[config.mk]
export PLATFORM = sky130hd
export DESIGN_NAME = issue_stage
export DESIGN_NICKNAME = d
export VERILOG_FILES = /design/src/issue_pkg.sv /design/src/tag_pool.sv /design/src/reg_table.sv /design/src/wait_buffer.sv /design/src/issue_stage.sv
export SDC_FILE = /design/constraint.sdc
export NUM_CORES = 1
export LEC_CHECK = 0
export BUFFER_PORTS_ARGS = -buffer_cell sky130_fd_sc_hd__buf_2
export CELL_PAD_IN_SITES_DETAIL_PLACEMENT = 1
export CELL_PAD_IN_SITES_GLOBAL_PLACEMENT = 1
export CORE_MARGIN = 2
export CORE_UTILIZATION = 38
export CTS_CLUSTER_DIAMETER = 150
export CTS_CLUSTER_SIZE = 20
export DETAILED_ROUTE_END_ITERATION = 7
export PLACE_DENSITY = 0.6
export SETUP_SLACK_MARGIN = 0.4
export SLEW_MARGIN = 20
export SYNTH_ARGS = -nofsm -noshare
export SYNTH_HDL_FRONTEND = slang
export SYNTH_SLANG_ARGS = --single-unit
[constraint.sdc]
create_clock -name clk_i -period 4.3 [get_ports clk_i]
set_input_delay 0.215 -clock clk_i [delete_from_list [all_inputs] [get_ports clk_i]]
set_output_delay 0.215 -clock clk_i [all_outputs]
set_load 0.01 [all_outputs]
[src/issue_pkg.sv]
// Shared sizes and bundles of the issue stage
// Tag width is fixed by NUM_TAGS, so num_tags above 8 needs a wider tag_t
package issue_pkg;

    // ################################################
    // Sizes
    // ################################################

    // Tags, table entries and wait slots
    localparam int unsigned NUM_TAGS  = 8;
    localparam int unsigned REG_IDX_W = 6;
    localparam int unsigned SUBWARP_W = 2;
    // Sources per instruction, fixed
    localparam int unsigned NUM_OPS   = 2;
    localparam int unsigned TAG_W_MAX = $clog2(NUM_TAGS);

    typedef logic [TAG_W_MAX-1:0] tag_t;
    typedef logic [REG_IDX_W-1:0] reg_idx_t;

    // ################################################
    // Bundles
    // ################################################

    // Decoded instruction from the decoder
    typedef struct packed {
        logic [SUBWARP_W-1:0]      subwarp;
        reg_idx_t                  dst;
        reg_idx_t [NUM_OPS-1:0]    src;
    } inst_t;

    // Issued instruction towards the EU
    typedef struct packed {
        tag_t                 tag;
        logic [SUBWARP_W-1:0] subwarp;
        reg_idx_t             dst;
    } dispatch_t;

    // EU writeback strobe
    typedef struct packed {
        logic valid;
        tag_t tag;
    } wb_t;

endpackage

[src/tag_pool.sv]
// Free list of producer tags, lowest free tag is offered first
// A tag comes back only through writeback, never on dispatch
module tag_pool #(
    parameter int unsigned num_tags = issue_pkg::NUM_TAGS
) (
    input  logic            clk_i,
    input  logic            rst_n_i,
    input  logic            alloc_i,
    input  issue_pkg::wb_t  wb_i,
    output logic            empty_o,
    output issue_pkg::tag_t alloc_tag_o
);

    // One bit per tag, set while free
    logic [num_tags-1:0] free_q;
    logic                found;

    // ################################################
    // Lowest free tag
    // ################################################

    always_comb begin
        found       = 1'b0;
        alloc_tag_o = '0;
        for (int i = 0; i < num_tags; i++) begin
            if (free_q[i] && !found) begin
                found       = 1'b1;
                alloc_tag_o = issue_pkg::tag_t'(i);
            end
        end
    end

    // Nothing free means no new instruction
    assign empty_o = !found;

    // ################################################
    // Bitmap update
    // ################################################

    always_ff @(posedge clk_i) begin
        if (!rst_n_i) begin
            free_q <= '1;
        end else begin
            // Allocated tag and written-back tag never collide
            if (alloc_i) begin
                free_q[alloc_tag_o] <= 1'b0;
            end
            if (wb_i.valid) begin
                free_q[wb_i.tag] <= 1'b1;
            end
        end
    end

    // Decoder must watch space_available_o
    assert property (@(posedge clk_i) disable iff (!rst_n_i) alloc_i |-> !empty_o)
        else $error("tag allocated while pool empty");

    // EU returns only tags that are out
    assert property (@(posedge clk_i) disable iff (!rst_n_i)
        wb_i.valid |-> !free_q[wb_i.tag])
        else $error("writeback of free tag %0d", wb_i.tag);

endmodule

[src/reg_table.sv]
// Maps each (subwarp, register) to the tag of its latest pending producer
// Lookup outputs are valid every cycle, but only sampled on insert
module reg_table #(
    parameter int unsigned num_tags = issue_pkg::NUM_TAGS
) (
    input  logic                                        clk_i,
    input  logic                                        rst_n_i,
    input  logic                                        insert_i,
    input  issue_pkg::inst_t                            inst_i,
    input  issue_pkg::tag_t                             tag_i,
    input  issue_pkg::wb_t                              wb_i,
    output logic                                        full_o,
    output logic                                        empty_o,
    output logic            [issue_pkg::NUM_OPS-1:0]    ops_ready_o,
    output issue_pkg::tag_t [issue_pkg::NUM_OPS-1:0]    ops_tag_o
);

    // One entry per pending destination
    typedef struct packed {
        logic [issue_pkg::SUBWARP_W-1:0] subwarp;
        issue_pkg::reg_idx_t             dst;
        issue_pkg::tag_t                 producer;
    } entry_t;

    logic   [num_tags-1:0] valid_q;
    logic   [num_tags-1:0] valid_d;
    entry_t [num_tags-1:0] entry_q;
    entry_t [num_tags-1:0] entry_d;

    // Destination already tracked
    logic hit;
    // Destination stored somewhere
    logic done;

    assign full_o  = &valid_q;
    assign empty_o = ~|valid_q;

    // ################################################
    // Operand lookup
    // ################################################

    always_comb begin
        ops_ready_o = '1;
        ops_tag_o   = '0;
        for (int op = 0; op < issue_pkg::NUM_OPS; op++) begin
            // First matching entry gives the producer
            for (int e = 0; e < num_tags; e++) begin
                if (ops_ready_o[op] && valid_q[e]
                    && entry_q[e].subwarp == inst_i.subwarp
                    && entry_q[e].dst == inst_i.src[op]) begin
                    ops_ready_o[op] = 1'b0;
                    ops_tag_o[op]   = entry_q[e].producer;
                end
            end
            // Producer writing back right now
            if (!ops_ready_o[op] && wb_i.valid && wb_i.tag == ops_tag_o[op]) begin
                ops_ready_o[op] = 1'b1;
            end
        end
    end

    // ################################################
    // Writeback clear and destination insert
    // ################################################

    always_comb begin
        valid_d = valid_q;
        entry_d = entry_q;
        hit     = 1'b0;
        done    = 1'b0;

        // Clear first, so a WAW update is not wiped by the old producer
        if (wb_i.valid) begin
            for (int e = 0; e < num_tags; e++) begin
                if (valid_q[e] && entry_q[e].producer == wb_i.tag) begin
                    valid_d[e] = 1'b0;
                end
            end
        end

        if (insert_i) begin
            // Existing destination takes the new producer
            for (int e = 0; e < num_tags; e++) begin
                if (!hit && valid_d[e]
                    && entry_d[e].subwarp == inst_i.subwarp
                    && entry_d[e].dst == inst_i.dst) begin
                    hit                 = 1'b1;
                    entry_d[e].producer = tag_i;
                end
            end
            done = hit;
            // Otherwise lowest free entry
            for (int e = 0; e < num_tags; e++) begin
                if (!done && !valid_d[e]) begin
                    done                = 1'b1;
                    valid_d[e]          = 1'b1;
                    entry_d[e].subwarp  = inst_i.subwarp;
                    entry_d[e].dst      = inst_i.dst;
                    entry_d[e].producer = tag_i;
                end
            end
        end
    end

    always_ff @(posedge clk_i) begin
        if (!rst_n_i) begin
            valid_q <= '0;
        end else begin
            valid_q <= valid_d;
        end
    end

    // Entry fields are qualified by valid_q
    always_ff @(posedge clk_i) begin
        entry_q <= entry_d;
    end

    // ################################################
    // Checks
    // ################################################

    assert property (@(posedge clk_i) disable iff (!rst_n_i) insert_i |-> !full_o)
        else $error("insert into full register table");

    // One entry per destination and subwarp
    for (genvar i = 0; i < num_tags; i++) begin : gen_uniq_i
        for (genvar j = i + 1; j < num_tags; j++) begin : gen_uniq_j
            assert property (@(posedge clk_i) disable iff (!rst_n_i)
                !(valid_q[i] && valid_q[j]
                  && entry_q[i].dst == entry_q[j].dst
                  && entry_q[i].subwarp == entry_q[j].subwarp))
                else $error("entries %0d and %0d share dst %0d", i, j, entry_q[i].dst);
        end
    end

endmodule

[src/wait_buffer.sv]
// Tag-indexed wait slots, lowest ready slot is dispatched each cycle
// Dispatch cannot be stalled, the EU must take every pulse
module wait_buffer #(
    parameter int unsigned num_tags = issue_pkg::NUM_TAGS
) (
    input  logic                                        clk_i,
    input  logic                                        rst_n_i,
    input  logic                                        insert_i,
    input  issue_pkg::inst_t                            inst_i,
    input  issue_pkg::tag_t                             tag_i,
    input  logic            [issue_pkg::NUM_OPS-1:0]    ops_ready_i,
    input  issue_pkg::tag_t [issue_pkg::NUM_OPS-1:0]    ops_tag_i,
    input  issue_pkg::wb_t                              wb_i,
    output logic                                        empty_o,
    output logic                                        dispatch_valid_o,
    output issue_pkg::dispatch_t                        dispatch_o
);

    // Slot payload, operand tags are only meaningful while not ready
    typedef struct packed {
        logic [issue_pkg::SUBWARP_W-1:0]           subwarp;
        issue_pkg::reg_idx_t                       dst;
        issue_pkg::tag_t [issue_pkg::NUM_OPS-1:0]  op_tag;
    } slot_t;

    logic  [num_tags-1:0]                          valid_q;
    logic  [num_tags-1:0][issue_pkg::NUM_OPS-1:0]  op_ready_q;
    slot_t [num_tags-1:0]                          slot_q;

    logic            pick_valid;
    issue_pkg::tag_t pick_tag;

    assign empty_o = ~|valid_q;

    // ################################################
    // Lowest ready slot
    // ################################################

    always_comb begin
        pick_valid = 1'b0;
        pick_tag   = '0;
        for (int i = 0; i < num_tags; i++) begin
            if (!pick_valid && valid_q[i] && &op_ready_q[i]) begin
                pick_valid = 1'b1;
                pick_tag   = issue_pkg::tag_t'(i);
            end
        end
    end

    // ################################################
    // Slot state
    // ################################################

    always_ff @(posedge clk_i) begin
        if (!rst_n_i) begin
            valid_q          <= '0;
            op_ready_q       <= '0;
            dispatch_valid_o <= 1'b0;
        end else begin
            dispatch_valid_o <= pick_valid;
            // Picked slot leaves, its tag stays out until writeback
            if (pick_valid) begin
                valid_q[pick_tag] <= 1'b0;
            end
            // Wake operands waiting on the written-back tag
            if (wb_i.valid) begin
                for (int i = 0; i < num_tags; i++) begin
                    for (int op = 0; op < issue_pkg::NUM_OPS; op++) begin
                        if (slot_q[i].op_tag[op] == wb_i.tag) begin
                            op_ready_q[i][op] <= 1'b1;
                        end
                    end
                end
            end
            // New instruction, forwarding already done by the table
            if (insert_i) begin
                valid_q[tag_i]    <= 1'b1;
                op_ready_q[tag_i] <= ops_ready_i;
            end
        end
    end

    // Payload, no reset
    always_ff @(posedge clk_i) begin
        if (insert_i) begin
            slot_q[tag_i].subwarp <= inst_i.subwarp;
            slot_q[tag_i].dst     <= inst_i.dst;
            slot_q[tag_i].op_tag  <= ops_tag_i;
        end
        if (pick_valid) begin
            dispatch_o.tag     <= pick_tag;
            dispatch_o.subwarp <= slot_q[pick_tag].subwarp;
            dispatch_o.dst     <= slot_q[pick_tag].dst;
        end
    end

    // Slot must be empty when its tag is handed out again
    assert property (@(posedge clk_i) disable iff (!rst_n_i) insert_i |-> !valid_q[tag_i])
        else $error("insert into occupied slot %0d", tag_i);

endmodule

[src/issue_stage.sv]
// Issue stage top: tag pool, register table and wait buffer
// Decoder may strobe insert_i only while space_available_o is high
module issue_stage #(
    parameter int unsigned num_tags = issue_pkg::NUM_TAGS
) (
    input  logic                 clk_i,
    input  logic                 rst_n_i,
    input  logic                 insert_i,
    input  issue_pkg::inst_t     inst_i,
    input  issue_pkg::wb_t       wb_i,
    output logic                 space_available_o,
    output logic                 all_dst_written_o,
    output logic                 dispatch_valid_o,
    output issue_pkg::dispatch_t dispatch_o
);

    logic                                     pool_empty;
    logic                                     tbl_full;
    logic                                     tbl_empty;
    issue_pkg::tag_t                          alloc_tag;
    logic            [issue_pkg::NUM_OPS-1:0] ops_ready;
    issue_pkg::tag_t [issue_pkg::NUM_OPS-1:0] ops_tag;

    // A tag at most one entry, so table not full is enough
    assign space_available_o = !pool_empty && !tbl_full;
    assign all_dst_written_o = tbl_empty;

    tag_pool #(.num_tags(num_tags)) u_tag_pool (
        .clk_i       (clk_i),
        .rst_n_i     (rst_n_i),
        .alloc_i     (insert_i),
        .wb_i        (wb_i),
        .empty_o     (pool_empty),
        .alloc_tag_o (alloc_tag)
    );

    reg_table #(.num_tags(num_tags)) u_reg_table (
        .clk_i       (clk_i),
        .rst_n_i     (rst_n_i),
        .insert_i    (insert_i),
        .inst_i      (inst_i),
        .tag_i       (alloc_tag),
        .wb_i        (wb_i),
        .full_o      (tbl_full),
        .empty_o     (tbl_empty),
        .ops_ready_o (ops_ready),
        .ops_tag_o   (ops_tag)
    );

    wait_buffer #(.num_tags(num_tags)) u_wait_buffer (
        .clk_i            (clk_i),
        .rst_n_i          (rst_n_i),
        .insert_i         (insert_i),
        .inst_i           (inst_i),
        .tag_i            (alloc_tag),
        .ops_ready_i      (ops_ready),
        .ops_tag_i        (ops_tag),
        .wb_i             (wb_i),
        .empty_o          (),
        .dispatch_valid_o (dispatch_valid_o),
        .dispatch_o       (dispatch_o)
    );

endmodule

After elaboration in Yosys (flattened, before gate mapping)
Index checks and enable logic that the tools add are counted.
{ "totals": {"ff_bits": 252, "input_bits": 27, "output_inout_bits": 14} }
{ "classes": {"magnitude_cmp": 6, "n_eq_ne": 58, "n_mux": 173, "bitwise": 6, "reduce_logical": 189} }
{ "ops": {"columns": ["op", "count"], "rows": [
  ["$bwmux 112", 3],
  ["$eq 6x6->1", 24],
  ["$demux 14 s3", 3],
  ["$mux 3", 40],
  ["$logic_and 1x1->1", 114],
  ["$mux 1", 101],
  ["$eq 3x3->1", 26],
  ["$mux 8", 8],
  ["$mux 16", 3],
  ["$reduce_and 2->1", 24],
  ["$bmux 14 s3", 1],
  ["$logic_not 1->1", 41],
  ["$mux 14", 2],
  ["$and 8x8->8", 2],
  ["$bwmux 16", 1],
  ["$eq 2x2->1", 8],
  ["$not 8->8", 2],
  ["$or 8x8->8", 2],
  ["$reduce_bool 2->1", 8],
  ["$lt 3x4->1 const B", 3],
  ["$mux 12", 1],
  ["$mux 2", 5],
  ["$demux 1 s3", 3],
  ["$ge 3x1->1 const B", 3],
  ["4 further kinds", 4]
]} }

Depth between registers and ports, before layout
{ "depth": {"depth_word": 82, "depth_mapped": 13} }

Cells and area by module
From an unflattened synthesis, not the netlist that was laid out.
{ "hier_totals": {"hier_cells": 1204, "area_unflattened_um2": 13724.4} }
{ "by_module_without_submodules": {"columns": ["mod", "instances", "cells_per_inst", "area_per_inst_um2"], "rows": [
  ["reg_table", 1, 672, 6889.1],
  ["wait_buffer", 1, 480, 6416.2],
  ["tag_pool", 1, 51, 415.4],
  ["issue_stage", 1, 1, 3.8]
]} }

Worst setup path before layout
Ideal clock, no wire load.
{ "synth_timing": {"path_type": "input port to flip-flop", "startpoint": "in wb_i[2] in the netlist's numbering", "endpoint": "reg u_reg_table.entry_q[66] in the netlist's numbering (enable)", "setup_time_ns": 0.326, "arrival_time_ns": 3.312, "t_required_ns": 3.974, "path_slack_ns": 0.662, "path_stages": 11, "path_buffers": 2, "path_cell_list": "clkbuf_1 buf_1 xor2_1 o41a_1 nand3_1 and4b_1 and4_1 nand3_1 or2_1 nor3_1 o21bai_1"} }
{ "synth_via": {"elab_chain_len": 78, "word_cells_on_any_way": 106, "cone_classes": "eq/ne (8); mux (37); reduce/logical (61)"} }
{ "synth_rtl": {"columns": ["element", "line_no", "rtl"], "rows": [
  ["start, declared", "issue_stage.sv:10", "input issue_pkg::wb_t wb_i,"],
  ["$eq 3x3->1", "reg_table.sv:75", "if (valid_q[e] && entry_q[e].producer == wb_i.tag) begin"],
  ["$logic_and 1x1->1", "reg_table.sv:75", null],
  ["$mux 1", "reg_table.sv:75", null],
  ["$mux 8 (*)", "reg_table.sv:73", "if (wb_i.valid) begin"],
  ["$logic_and 1x1->1", "reg_table.sv:85", "&& entry_d[e].subwarp == inst_i.subwarp"],
  ["$logic_and 1x1->1", "reg_table.sv:86", "&& entry_d[e].dst == inst_i.dst) begin"],
  ["$mux 1", "reg_table.sv:84", "if (!hit && valid_d[e]"],
  ["$mux 1", "reg_table.sv:81", "if (insert_i) begin"],
  ["(+62 left out)", null, null],
  ["$logic_not 1->1", "reg_table.sv:94", "if (!done && !valid_d[e]) begin"],
  ["$logic_and 1x1->1", "reg_table.sv:94", null],
  ["$mux 1", "reg_table.sv:94", null],
  ["$mux 1", "reg_table.sv:81", null],
  ["$logic_not 1->1", "reg_table.sv:94", null],
  ["$logic_and 1x1->1", "reg_table.sv:94", null],
  ["$reduce_bool 2->1 (no line) (*)", null, null],
  ["$reduce_and 2->1 (no line) (*)", null, null],
  ["end signal, assigned", "reg_table.sv:115", "entry_q <= entry_d;"],
  ["end, declared", "reg_table.sv:27", "entry_t [num_tags-1:0] entry_q;"]
]} }
Mark *: on every way between the ends. The rest lies on a longest branch, timed or not. The select of a mux whose other input is x is not followed.
A chain may end at the register's enable or synchronous reset.

Worst setup path after layout
{ "layout_timing": {"startpoint": "reg u_reg_table.entry_q[35] in the netlist's numbering", "endpoint": "reg u_reg_table.entry_q[86] in the netlist's numbering (enable)"} }
{ "layout_via": {"elab_chain_len": 64, "word_cells_on_any_way": 65, "cone_classes": "eq/ne (1); mux (26); reduce/logical (38)"} }
{ "layout_rtl": {"columns": ["element", "line_no"], "rows": [
  ["$eq 3x3->1 (*)", "reg_table.sv:75"],
  ["$logic_and 1x1->1 (*)", "reg_table.sv:75"],
  ["$mux 1 (*)", "reg_table.sv:75"],
  ["$mux 8 (*)", "reg_table.sv:73"],
  ["$logic_and 1x1->1", "reg_table.sv:84"],
  ["$logic_and 1x1->1", "reg_table.sv:85"],
  ["$logic_and 1x1->1", "reg_table.sv:86"],
  ["$mux 1", "reg_table.sv:84"],
  ["(+48 left out)", null],
  ["$mux 1 (*)", "reg_table.sv:81"],
  ["$logic_not 1->1", "reg_table.sv:94"],
  ["$logic_and 1x1->1", "reg_table.sv:94"],
  ["$mux 1 (*)", "reg_table.sv:94"],
  ["$mux 1 (*)", "reg_table.sv:81"],
  ["$logic_not 1->1 (*)", "reg_table.sv:94"],
  ["$logic_and 1x1->1 (*)", "reg_table.sv:94"],
  ["$reduce_and 2->1 (no line) (*)", null]
]} }
Marks and branches as above.

==> flow_summary.ini <==
[clocking]
clk_pin_slew_ps = 100
numCtsBuffers = 16
clkSinkCount = 252
clkLatencyLatePin_ps = 510
cts_tree = built
htreeDepth = 1
cts_root_buffer = clkbuf_16
cts_max_path_buffers = 3
hold_buffers = 0

[detailed_routing]
drc = 0
drtAntennaViolNets = 0
vias = 8758
routedWlPerCell_um = 24.6
vias_per_cell = 5.53
dr.pass1.iters = 5
wirelength_um = 39100
drt-initial-drc-count = 619

[worst_setup_path]
path_class = flop to flop
required_ps = 4480
r2r_slack_ps = 610
arrival_ps = 3880
critPathLaunchType = flop
end_kind = flop
crit_fanout = 8

[layout]
layout_common_cells = edfxtp_1 (211), xnor2_1 (153), xor2_1 (83), nor2_1 (81), nand2_1 (74)
areaGrowthSynthToFinish_pct = 9.98
design_area_um2 = 14200
fin_cells = 1585
nNetsFinal = 1154
fill_cells = 3641
final_util_pct = 42.4
drive_gt1_share_pct = 11.8
layout.cells.most_common = edfxtp_1
antennaDiodeCount = 0

[sta]
final_max_slew_viol_count = 0
setup_viol = 0
clock.fmax_mhz = 271
hold_viol = 0
tns_ps = 0
rsz0062_at_grt = no
slew_headroom_pct = 34.3
clock_skew_ps = 20.9
worst_slew_pin_slew_ps = 984
period_share_pct = 85.9
period_minus_slack_ps = 3690

[yosys]
yosysWarnings = 0
ys_seq_area_share_pct = 55.4
synth_area_leaders = edfxtp_1 (49%), xnor2_1 (10%), dfxtp_1 (6.4%), xor2_1 (5.6%), mux2i_1 (3.0%)
ys_ff_latch = 252
synth-main-ff-cell = edfxtp_1
synth_top_area_share_pct = 49.1
avgSynthCellArea_um2 = 11.9
ys_types = 74
synth_fp_nets = 1111
netlist_instances = 1084
async_flop_share_pct = 0
synth_edf_count = 211
yosys.area.top_type = edfxtp_1
synth_area_um2 = 12900

[floorplanning]
io_pins = 41
core-area_um2 = 33500
die_area_um2 = 35500
die_h_um = 188
rows = 67
initial_core_util_pct = 38.5
die_w_um = 188

[placement]
portBuffers = 40
dp.cells = 1557
placed_area_um2 = 13700
place_hpwl_um = 28100
gp_congestion = 0.828

[pwr]
powerDensity_nw_per_um2 = 334
ir_drop_uv = 374
leakage_nw = 4.98

[worst_hold_path]
holdCritPathClass = input pin to flop

[outcome]
outcome = finished, final reports clean

[global_route]
first_global_vias = 9063
grt_use_total_pct = 22.2
grt_max_degree = 44
grt_pass1_wl_um = 58800
antenna_found_initial = 0
grt_overflow = 0

[flow_run]
drv_cap = 0
==> synth_stat cells (3+ instances only) <==
cell type	instances
xnor2_1	153
o311a_1	9
dfxtp_1	41
o21bai_1	5
buf_1	5
mux2i_1	39
nand4b_1	3
o211ai_1	11
and2_1	6
xor2_1	83
o41ai_2	8
nand2b_1	12
a21oi_1	12
a21boi_0	12
o31ai_1	3
nor2_1	81
o22ai_1	18
nand3_1	34
o21ai_0	12
nor3_1	20
nor4_2	3
a31oi_1	3
inv_1	24
o21a_1	3
buf_2	15
xnor2_2	3
nor2b_1	6
nand2_1	74
nand4_1	30
edfxtp_1	211
a41oi_1	12
o41ai_1	4
and4_1	4
or2_2	11
nor4_1	17
and3_1	12
or3_1	7
or4_1	4
o221ai_1	4
o41a_1	4
clkbuf_1	27
==> state kept, by name (all words and copies together) (netlist names) <==
| register | count |
|---|---|
| u_wait_buffer.op_ready_q | 16 |
| u_wait_buffer.valid_q | 8 |
| u_tag_pool.free_q | 8 |
| u_wait_buffer.dispatch_o | 11 |
| u_wait_buffer.slot_q | 112 |
| u_wait_buffer.dispatch_valid_o | 1 |
| u_reg_table.valid_q | 8 |
| u_reg_table.entry_q | 88 |
==> layer usage <==
| metal | GRT usage, % | part of all wire (%) | vias up |
|---|---|---|---|
| met5 | 0 | 0 | - |
| met4 | 4.99 | 2.1 | 0 |
| met3 | 2.35 | 3.6 | 47 |
| met2 | 36.4 | 46 | 169 |
| met1 | 31.7 | 48 | 4494 |
| li1 | - | - | 4048 |
==> cell type report <==
cell class	count	area [um^2]	share of cell area [%]
Sequential cell	252	7160	50.4
Clock inverter	1	8.76	0.0617
Inverter	25	93.8	0.661
Clock buffer	27	463	3.26
Tap cell	448	561	3.95
Timing Repair Buffer	74	455	3.21
Multi-Input combinational cell	758	5470	38.5
==> report_power, final <==
group	internal (W)	switching, W	leakage (nW)
Combinational	0.000148	0.000268	2.50
Clock	0.000747	0.000858	0.226
Sequential	0.00268	0.0000345	2.26
==> kinds of logic after synthesis <==
| family | after synthesis | synth area share, % |
|---|---|---|
| xor+xnor | 239 | 16.4 |
| buf+inv | 74 | 2.41 |
| mux | 41 | 3.20 |
| simple gates | 337 | 13.5 |
| compound gates | 141 | 9.08 |
| flops | 252 | 55.4 |
==> worst max-delay path, stage by stage (launching register included) <==
cell	delay, ps
edfxtp_1	470
xor2_1	200
o41ai_2	640
or3_1	250
and4b_1	330
and4_1	350
nand3_1	170
or2_1	310
nor2_1	220
nand3_1	140
inv_1	270
==> path summary, 6_finish.rpt <==
| kind | startpoint | end | depth (start not counted) |
|---|---|---|---|
| setup / recovery | u_reg_table.entry_q[35] | u_reg_table.entry_q[86] | 10 |
| hold / removal | inst_i[13] | u_reg_table.entry_q[4] | 1 |
| setup reg to reg | u_reg_table.entry_q[35] | u_reg_table.entry_q[86] | 10 |
| hold reg to reg | u_wait_buffer.valid_q[6] | u_wait_buffer.valid_q[6] | 2 |
==> through the flow <==
stage          setup slack, ps  power [W]  hold WS, ps
6_report                   607    0.00474         58.3
2_1_floorplan              662    0.00303          314
3_5_place_dp               324    0.00319          457
3_3_place_gp               448    0.00319          453
4_1_cts                    636    0.00478         42.9
5_1_grt                    427    0.00490         53.9
==> repair_timing <==
item | 4_1_cts | 5_1_grt
endpoints found under the setup margin | 11 | 0
buffers inserted | 0 | 0
resized for setup | 1 | 0
Note: power is estimated with default switching activity, not from simulation.
